## src/logic/bpred_pkg.sv

```systemverilog
// opcode constants, reset pc and two-bit counter encodings for the branch predictor
package bpred_pkg;

    // rv32i major opcodes of the control instructions
    localparam logic [6:0] op_branch = 7'b1100011;  // beq, bne, blt, ...
    localparam logic [6:0] op_jal    = 7'b1101111;
    localparam logic [6:0] op_jalr   = 7'b1100111;

    // first fetch address after reset
    localparam logic [31:0] reset_pc = 32'h0000_1000;

    // two-bit saturating counter states, upper bit is the direction
    localparam logic [1:0] ctr_min            = 2'b00;  // strongly not taken
    localparam logic [1:0] ctr_weak_not_taken = 2'b01;  // reset value
    localparam logic [1:0] ctr_max            = 2'b11;  // strongly taken

endpackage

```

## src/logic/branch_predictor_top.sv

```systemverilog
// branch predictor top: pc unit, btb, gshare predictor and resolve logic
module branch_predictor_top #(
    parameter int NUM_BTB_ENTRIES = 32,
    parameter int NUM_GHR_BITS    = 5
) (
    input  logic                    clk,
    input  logic                    reset_i,
    input  logic                    stall_i,
    input  logic                    ex_valid_i,
    input  logic [31:0]             ex_pc_i,
    input  logic [6:0]              ex_op_i,
    input  logic                    ex_taken_i,
    input  logic [31:0]             ex_target_i,
    input  logic [NUM_GHR_BITS-1:0] ex_pht_index_i,
    input  logic [31:0]             ex_pred_next_i,
    output logic [31:0]             pc_o,
    output logic [31:0]             pred_next_o,
    output logic                    pred_taken_o,
    output logic [NUM_GHR_BITS-1:0] pht_index_o,
    output logic                    mispredict_o
);

    logic                    btb_hit;
    logic                    btb_is_jump;
    logic                    btb_is_branch;
    logic [31:0]             btb_target;
    logic                    dir_taken;
    logic                    btb_we;
    logic                    btb_wr_is_jump;
    logic                    pht_we;
    logic [NUM_GHR_BITS-1:0] pht_wr_index;
    logic                    pht_inc;
    logic                    hist_shift;
    logic                    hist_taken;
    logic                    redirect;
    logic [31:0]             redirect_pc;

    assign mispredict_o = redirect;

    fetch_pc_unit fetch_pc_unit_i (
        .clk             (clk),
        .reset_i         (reset_i),
        .stall_i         (stall_i),
        .redirect_i      (redirect),
        .redirect_pc_i   (redirect_pc),
        .btb_hit_i       (btb_hit),
        .btb_is_jump_i   (btb_is_jump),
        .btb_is_branch_i (btb_is_branch),
        .btb_target_i    (btb_target),
        .dir_taken_i     (dir_taken),
        .pc_o            (pc_o),
        .pred_taken_o    (pred_taken_o),
        .pred_next_o     (pred_next_o)
    );

    branch_target_buffer #(
        .NUM_BTB_ENTRIES (NUM_BTB_ENTRIES)
    ) branch_target_buffer_i (
        .clk          (clk),
        .reset_i      (reset_i),
        .lookup_pc_i  (pc_o),
        .wr_en_i      (btb_we),
        .wr_pc_i      (ex_pc_i),      // index and tag
        .wr_target_i  (ex_target_i),
        .wr_is_jump_i (btb_wr_is_jump),
        .hit_o        (btb_hit),
        .is_jump_o    (btb_is_jump),
        .is_branch_o  (btb_is_branch),
        .target_o     (btb_target)
    );

    gshare_predictor #(
        .NUM_GHR_BITS (NUM_GHR_BITS)
    ) gshare_predictor_i (
        .clk             (clk),
        .reset_i         (reset_i),
        .lookup_pc_i     (pc_o),
        .train_en_i      (pht_we),
        .train_index_i   (pht_wr_index),
        .train_inc_i     (pht_inc),
        .hist_shift_i    (hist_shift),
        .hist_taken_i    (hist_taken),
        .index_o         (pht_index_o),
        .predict_taken_o (dir_taken)
    );

    branch_resolve #(
        .NUM_GHR_BITS (NUM_GHR_BITS)
    ) branch_resolve_i (
        .ex_valid_i     (ex_valid_i),
        .ex_pc_i        (ex_pc_i),
        .ex_op_i        (ex_op_i),
        .ex_taken_i     (ex_taken_i),
        .ex_target_i    (ex_target_i),
        .ex_pht_index_i (ex_pht_index_i),
        .ex_pred_next_i (ex_pred_next_i),
        .btb_we_o       (btb_we),
        .btb_is_jump_o  (btb_wr_is_jump),
        .pht_we_o       (pht_we),
        .pht_index_o    (pht_wr_index),
        .pht_inc_o      (pht_inc),
        .hist_shift_o   (hist_shift),
        .hist_taken_o   (hist_taken),
        .redirect_o     (redirect),
        .redirect_pc_o  (redirect_pc)
    );

endmodule

```

## src/logic/branch_resolve.sv

```systemverilog
// resolve logic: actual next pc, mispredict and training strobes for btb, pht and ghr
module branch_resolve
    import bpred_pkg::*;
#(
    parameter int NUM_GHR_BITS = 5
) (
    input  logic                    ex_valid_i,
    input  logic [31:0]             ex_pc_i,
    input  logic [6:0]              ex_op_i,
    input  logic                    ex_taken_i,
    input  logic [31:0]             ex_target_i,
    input  logic [NUM_GHR_BITS-1:0] ex_pht_index_i,
    input  logic [31:0]             ex_pred_next_i,
    output logic                    btb_we_o,
    output logic                    btb_is_jump_o,
    output logic                    pht_we_o,
    output logic [NUM_GHR_BITS-1:0] pht_index_o,
    output logic                    pht_inc_o,
    output logic                    hist_shift_o,
    output logic                    hist_taken_o,
    output logic                    redirect_o,
    output logic [31:0]             redirect_pc_o
);

    logic        is_cond;
    logic        is_jump;
    logic [31:0] actual_next;

    // opcode class
    assign is_cond = (ex_op_i == op_branch);
    assign is_jump = (ex_op_i == op_jal) || (ex_op_i == op_jalr);

    assign actual_next = ex_taken_i ? ex_target_i : ex_pc_i + 32'd4;

    // fetch guessed wrong if its next pc is not where execute went
    assign redirect_o    = ex_valid_i && (actual_next != ex_pred_next_i);
    assign redirect_pc_o = actual_next;

    // btb allocates on every taken transfer
    assign btb_we_o      = ex_valid_i && (is_jump || (is_cond && ex_taken_i));
    assign btb_is_jump_o = is_jump;

    // counters and history only see conditional branches
    assign pht_we_o     = ex_valid_i && is_cond;
    assign pht_index_o  = ex_pht_index_i;  // index fetch used, not recomputed
    assign pht_inc_o    = ex_taken_i;
    assign hist_shift_o = ex_valid_i && is_cond;
    assign hist_taken_o = ex_taken_i;

endmodule

```

## src/logic/branch_target_buffer.sv

```systemverilog
// direct-mapped branch target buffer with full-pc tags, type flag and write bypass
module branch_target_buffer #(
    parameter int NUM_BTB_ENTRIES = 32
) (
    input  logic        clk,
    input  logic        reset_i,
    input  logic [31:0] lookup_pc_i,
    input  logic        wr_en_i,
    input  logic [31:0] wr_pc_i,
    input  logic [31:0] wr_target_i,
    input  logic        wr_is_jump_i,
    output logic        hit_o,
    output logic        is_jump_o,
    output logic        is_branch_o,
    output logic [31:0] target_o
);

    localparam int IDX_BITS = $clog2(NUM_BTB_ENTRIES);

    logic [31:0]                target_mem [NUM_BTB_ENTRIES];
    logic [31:0]                tag_mem    [NUM_BTB_ENTRIES];
    logic                       jump_mem   [NUM_BTB_ENTRIES];  // 1 = jal/jalr, 0 = branch
    logic [NUM_BTB_ENTRIES-1:0] valid_q;

    logic [IDX_BITS-1:0] rd_idx;
    logic [IDX_BITS-1:0] wr_idx;
    logic                rd_valid;
    logic                rd_tag_match;
    logic                rd_is_jump;

    assign rd_idx = lookup_pc_i[IDX_BITS+1:2];  // word address bits
    assign wr_idx = wr_pc_i[IDX_BITS+1:2];

    // read side
    assign rd_valid     = valid_q[rd_idx];
    assign rd_tag_match = (tag_mem[rd_idx] == lookup_pc_i);
    assign rd_is_jump   = jump_mem[rd_idx];

    assign hit_o       = rd_valid && rd_tag_match;
    assign is_jump_o   = rd_valid && rd_is_jump;
    assign is_branch_o = rd_valid && !rd_is_jump;

    // a target being rewritten this cycle is seen right away
    always_comb begin
        if (wr_en_i && (wr_idx == rd_idx)) begin
            target_o = wr_target_i;
        end else begin
            target_o = target_mem[rd_idx];
        end
    end

    // valid bits
    always_ff @(posedge clk) begin
        if (reset_i) begin
            valid_q <= '0;
        end else if (wr_en_i) begin
            valid_q[wr_idx] <= 1'b1;
        end
    end

    // entry payload, every taken transfer overwrites its slot
    always_ff @(posedge clk) begin
        if (wr_en_i) begin
            target_mem[wr_idx] <= wr_target_i;
            tag_mem[wr_idx]    <= wr_pc_i;
            jump_mem[wr_idx]   <= wr_is_jump_i;
        end
    end

    // resolve logic must never hand us an unknown write strobe
    a_wr_en_known : assert property (
        @(posedge clk) disable iff (reset_i) !$isunknown(wr_en_i)
    ) else $error("btb write enable unknown");

endmodule

```

## src/logic/fetch_pc_unit.sv

```systemverilog
// fetch program counter register and predicted next-pc selection
module fetch_pc_unit
    import bpred_pkg::*;
(
    input  logic        clk,
    input  logic        reset_i,
    input  logic        stall_i,
    input  logic        redirect_i,
    input  logic [31:0] redirect_pc_i,
    input  logic        btb_hit_i,
    input  logic        btb_is_jump_i,
    input  logic        btb_is_branch_i,
    input  logic [31:0] btb_target_i,
    input  logic        dir_taken_i,
    output logic [31:0] pc_o,
    output logic        pred_taken_o,
    output logic [31:0] pred_next_o
);

    logic [31:0] pc_q;
    logic [31:0] pc_plus4;

    assign pc_o     = pc_q;
    assign pc_plus4 = pc_q + 32'd4;

    // jumps always taken, branches follow the counter
    assign pred_taken_o = btb_hit_i && (btb_is_jump_i || (btb_is_branch_i && dir_taken_i));
    assign pred_next_o  = pred_taken_o ? btb_target_i : pc_plus4;

    // redirect beats stall so a resolve during a stall still lands
    always_ff @(posedge clk) begin
        if (reset_i) begin
            pc_q <= reset_pc;
        end else if (redirect_i) begin
            pc_q <= redirect_pc_i;
        end else if (!stall_i) begin
            pc_q <= pred_next_o;
        end
    end

    // targets from the btb and from execute are word addresses
    a_pc_aligned : assert property (
        @(posedge clk) disable iff (reset_i) pc_o[1:0] == 2'b00
    ) else $error("fetch pc not word aligned: %h", pc_o);

endmodule

```

## src/logic/gshare_predictor.sv

```systemverilog
// gshare direction predictor: global history register and two-bit counter table
module gshare_predictor
    import bpred_pkg::*;
#(
    parameter int NUM_GHR_BITS = 5
) (
    input  logic                    clk,
    input  logic                    reset_i,
    input  logic [31:0]             lookup_pc_i,
    input  logic                    train_en_i,
    input  logic [NUM_GHR_BITS-1:0] train_index_i,
    input  logic                    train_inc_i,
    input  logic                    hist_shift_i,
    input  logic                    hist_taken_i,
    output logic [NUM_GHR_BITS-1:0] index_o,
    output logic                    predict_taken_o
);

    localparam int NUM_CTRS = 1 << NUM_GHR_BITS;

    logic [NUM_GHR_BITS-1:0] ghr_q;
    logic [1:0]              pht_q [NUM_CTRS];
    logic [1:0]              train_ctr;

    assign index_o         = lookup_pc_i[NUM_GHR_BITS+1:2] ^ ghr_q;
    assign predict_taken_o = pht_q[index_o][1];  // upper bit is the direction

    assign train_ctr = pht_q[train_index_i];

    // counter table, saturating at both ends
    always_ff @(posedge clk) begin
        if (reset_i) begin
            for (int i = 0; i < NUM_CTRS; i++) begin
                pht_q[i] <= ctr_weak_not_taken;
            end
        end else if (train_en_i) begin
            if (train_inc_i) begin
                if (train_ctr != ctr_max) begin
                    pht_q[train_index_i] <= train_ctr + 2'd1;
                end
            end else begin
                if (train_ctr != ctr_min) begin
                    pht_q[train_index_i] <= train_ctr - 2'd1;
                end
            end
        end
    end

    // history, newest outcome in bit 0
    always_ff @(posedge clk) begin
        if (reset_i) begin
            ghr_q <= '0;
        end else if (hist_shift_i) begin
            ghr_q <= {ghr_q[NUM_GHR_BITS-2:0], hist_taken_i};
        end
    end

    // index comes back from execute, carried through the pipeline
    a_train_index_known : assert property (
        @(posedge clk) disable iff (reset_i) train_en_i |-> !$isunknown(train_index_i)
    ) else $error("pht training index unknown");

endmodule
```

## config.mk

```make
export PLATFORM = sky130hd
export DESIGN_NAME = branch_predictor_top
export DESIGN_NICKNAME = d
export VERILOG_FILES = /design/src/logic/bpred_pkg.sv /design/src/logic/branch_predictor_top.sv /design/src/logic/branch_resolve.sv /design/src/logic/branch_target_buffer.sv /design/src/logic/fetch_pc_unit.sv /design/src/logic/gshare_predictor.sv
export SDC_FILE = /design/constraint.sdc
export NUM_CORES = 2
export LEC_CHECK = 0
export BUFFER_PORTS_ARGS = -buffer_cell sky130_fd_sc_hd__buf_2
export CORE_ASPECT_RATIO = 2
export CORE_MARGIN = 2
export CORE_UTILIZATION = 55
export DETAILED_ROUTE_END_ITERATION = 7
export PLACE_DENSITY = 0.71
export SETUP_SLACK_MARGIN = 0.2
export SLEW_MARGIN = 20
export SYNTH_ARGS = -nofsm -noshare
export SYNTH_HDL_FRONTEND = slang
export SYNTH_SLANG_ARGS = --single-unit
```

## constraint.sdc

```tcl
create_clock -name clk -period 16 [get_ports clk]
set_clock_uncertainty 0.15 [all_clocks]
set_input_delay 2.4 -clock clk [delete_from_list [all_inputs] [get_ports clk]]
set_output_delay 2.4 -clock clk [all_outputs]
set_load 0.1 [all_outputs]
```

==> results.json <==
{
  "tritoncts": "yes",
  "power.density_nw_per_um2": 122,
  "worstSkewPairLatency_ns": 0.86,
  "worst_r2r_endpoint": "fetch_pc_unit_i.pc_o[28]$_SDFFE_PP0P_",
  "io_pins": 184,
  "maxCapViolations": 0,
  "grt_setup_unrepaired": "false",
  "hpwlAfterDp_um": 168000,
  "synth-seq-cells": 2218,
  "worst_slack_ns": 5.34,
  "synth_top_flop_cell": "edfxtp_1",
  "synth_edf_count": 2144,
  "syn_inst": 4601,
  "finalCriticalPeriod_ns": 10.66,
  "clk_path_buf_depth": 4,
  "r2r_slack_ns": 8.87,
  "core_um2": 162000,
  "syn_nets": 4719,
  "avgSynthCellArea_um2": 19.5,
  "post_drt_via_cell_ratio": 7.02,
  "hp-class": "register to register",
  "layout-drive-gt1-share_pct": 25.4,
  "irDropWorstVdd_v": 0.000120,
  "slew_headroom_pct": 13.3,
  "ys_types": 93,
  "root_buffer": "clkbuf_16",
  "path_clk_slew_ns": 0.07,
  "cts_resized": 0,
  "cts_setup_buffers": 0,
  "setup_violations": 0,
  "grt_pass1_wl_um": 390000,
  "hold_viol": 0,
  "hold_start": "branch_target_buffer_i.valid_q[0]$_SDFFE_PP0P_",
  "drtAntennaViolNets": 0,
  "place_congestion": 0.960,
  "max_freq_ghz": 0.0938,
  "worstPathMaxFanout": 55,
  "die_w_um": 290,
  "route.detailed.drc": 0,
  "timing.setup.tns_ns": 0,
  "nets": 4978,
  "yosysTopAreaCell": "edfxtp_1",
  "htreeDepth": 4,
  "synthArstFlopShare_pct": 0,
  "yosys.area.top_type_share_pct": 71.6,
  "hold_depth": 2,
  "start_kind": "register",
  "r2r_cells": 13,
  "ys_warn_count": 0,
  "timing.hold.ws_ns": 0.320,
  "critPathRequiredTime_ns": 13.45,
  "dieArea_um2": 167000,
  "synth_area_um2": 89900,
  "overflow": 0,
  "initial_core_util_pct": 55.5,
  "die_y_um": 576,
  "cts_buffers": 190,
  "portBuffers": 183,
  "drt_wl_total_um": 281000,
  "critPathCaptureType": "primary output",
  "synthTopCellsByArea": "edfxtp_1, mux4_2, mux2i_1",
  "wl_per_cell_um": 39.5,
  "grt_max_degree": 118,
  "holdPathEnd": "branch_target_buffer_i.valid_q[0]$_SDFFE_PP0P_",
  "pre_cts_ws_ns": 6.43,
  "outcome": "finished clean",
  "period_share_pct": 66.6,
  "fp-row-count": 209,
  "grt_usage_pct": 33.9,
  "ys_seq_area_share_pct": 73.2,
  "crit_arrival_ns": 8.11,
  "worstMarginPinSlew_ns": 1.30,
  "critPathKind": "register to primary output",
  "firstDrtPassIters": 6,
  "cts_num_sinks": 2218,
  "area_growth_pct": 11.1,
  "drt_iter0_drc": 7177,
  "slew_viol_final": 0,
  "grt_pass1_vias": 50000,
  "cts_hold_buf": 0,
  "antenna_found_initial": 30,
  "total_leakage_power_uw": 0.0315,
  "vias": 50100
}
-- routing by layer --
layer,part of all wire (%),routed length [um],vias to the layer above,track usage [%]
li1,-,-,19500,-
met1,33,92500,26200,41.6
met2,49,139000,3414,56.3
met3,11,29800,846,6.95
met4,7.1,20100,34,19.8
met5,0.073,206,-,0
-- Yosys cell counts (7+ instances only) --
cell type / n
a21o_1: 22
nand4_1: 42
a221oi_1: 12
a22o_1: 13
and2_1: 24
mux4_2: 551
o31ai_1: 8
xnor2_1: 56
buf_6: 7
o21ai_0: 71
a22oi_1: 27
xor2_1: 61
o221ai_1: 26
a41o_1: 12
nor3_1: 52
and3_1: 14
o2111ai_1: 8
a211o_1: 10
nor3b_1: 10
nand2b_1: 10
dfxtp_1: 74
nor4_1: 20
a31oi_1: 23
nor2_1: 191
o22ai_1: 41
buf_1: 23
nand2_1: 175
a211oi_1: 8
mux2i_1: 200
o211ai_1: 8
or3_1: 20
buf_2: 83
nor2b_1: 30
edfxtp_1: 2144
buf_4: 26
inv_1: 31
a21oi_1: 97
or2_2: 13
clkbuf_1: 137
and4_1: 21
nand3_1: 49
mux2_2: 31
-- per-stage QoR --
stage          utilization [%]  area, um^2  total power, uW  instances
2_1_floorplan                -       89900             7230       4601
3_3_place_gp              57.8       93700             7670       6776
3_5_place_dp              57.8       93700             7680       6778
4_1_cts                   61.6       99800            12200       7112
5_1_grt                   61.6       99900            12500       7115
6_report                  61.6       99900            12200       7128
-- state kept, by name (all words and copies together) (netlist names), named ones only --
signal,count
branch_target_buffer_i.jump_mem,32
branch_target_buffer_i.tag_mem,1024
branch_target_buffer_i.target_mem,1024
branch_target_buffer_i.valid_q,32
fetch_pc_unit_i.pc_o,32
gshare_predictor_i.ghr_q,5
gshare_predictor_i.pht_q,64
-- how the worst max path moves through the flow --
stage | start | to | slack, ns
after floorplan | ex_op_i[5] | branch_target_buffer_i.jump_mem[24]$_DFFE_PP_ | 7.14
after global routing | register | pred_next_o[28] | 5.44
after global placement | register | pred_next_o[28] | 6.43
final | register | pred_next_o[28] | 5.34
after detailed placement | register | pred_next_o[28] | 6.43
after CTS | register | pred_next_o[28] | 5.60
-- layout make-up --
class | count | area (um^2)
Sequential cell | 2218 | 65900
Fill cell | 11300 | 62200
Multi-Input combinational cell | 2072 | 22900
Clock buffer | 232 | 4980
Tap cell | 2110 | 2640
Timing Repair Buffer | 343 | 2190
Clock inverter | 102 | 1110
Inverter | 35 | 139
Antenna cell | 16 | 40.0
-- logic make-up (layout without fill, tap and decap cells) --
group | Yosys count | count (layout) | share of synthesized area, %
mux | 783 | 783 | 16.4
compound gates | 460 | 460 | 3.57
buf+inv | 311 | 712 | 1.58
flops | 2218 | 2218 | 73.2
simple gates | 705 | 705 | 3.94
xor+xnor | 119 | 119 | 1.18
other cells | 0 | 16 | 0
fa+ha+maj | 5 | 5 | 0.0696
-- cells in the final DEF (no fill, tap or decap), types with 12 or more instances in the layout --
cell type / count
a21oi_1: 97
clkbuf_1: 37
clkinv_2: 26
a22oi_1: 27
or2_2: 13
a221oi_1: 12
a31oi_1: 23
a41o_1: 12
nor2_4: 27
nor2b_1: 29
nor3_1: 48
and4_1: 20
a21o_1: 22
o22ai_1: 41
inv_1: 28
nor2_1: 163
edfxtp_1: 2144
mux4_2: 551
nand2_1: 175
and2_1: 22
clkinv_1: 37
buf_4: 154
nand3_1: 49
xor2_1: 61
nor4_1: 20
bufinv_16: 21
and3_1: 14
xnor2_1: 56
buf_2: 183
o21ai_0: 71
nand4_1: 42
mux2_2: 31
mux2i_1: 200
diode_2: 16
or3_1: 20
dfxtp_1: 69
o221ai_1: 26
a22o_1: 13
clkbuf_16: 192
-- where the power goes --
group	leakage (uW)	internal, uW	total [uW]	switching (uW)
Clock	0.00296	2560	4630	2070
Sequential	0.0198	6370	6410	45.2
Combinational	0.00874	398	1160	762
Total	0.0315	9330	12200	2880
-- critical path, stage by stage, from the launching register on --
cell and delay (ns):
dfxtp_4 0.77, buf_4 0.64, buf_4 0.76, buf_4 0.76, mux4_2 0.42, mux4_2 0.52, o21ai_1 0.51, xor2_1 0.50
and4_1 0.28, nand4b_1 0.09, nand4b_1 0.20, buf_4 0.36, mux2i_1 0.82, buf_2 0.57
(Power assumes the default switching activity.)
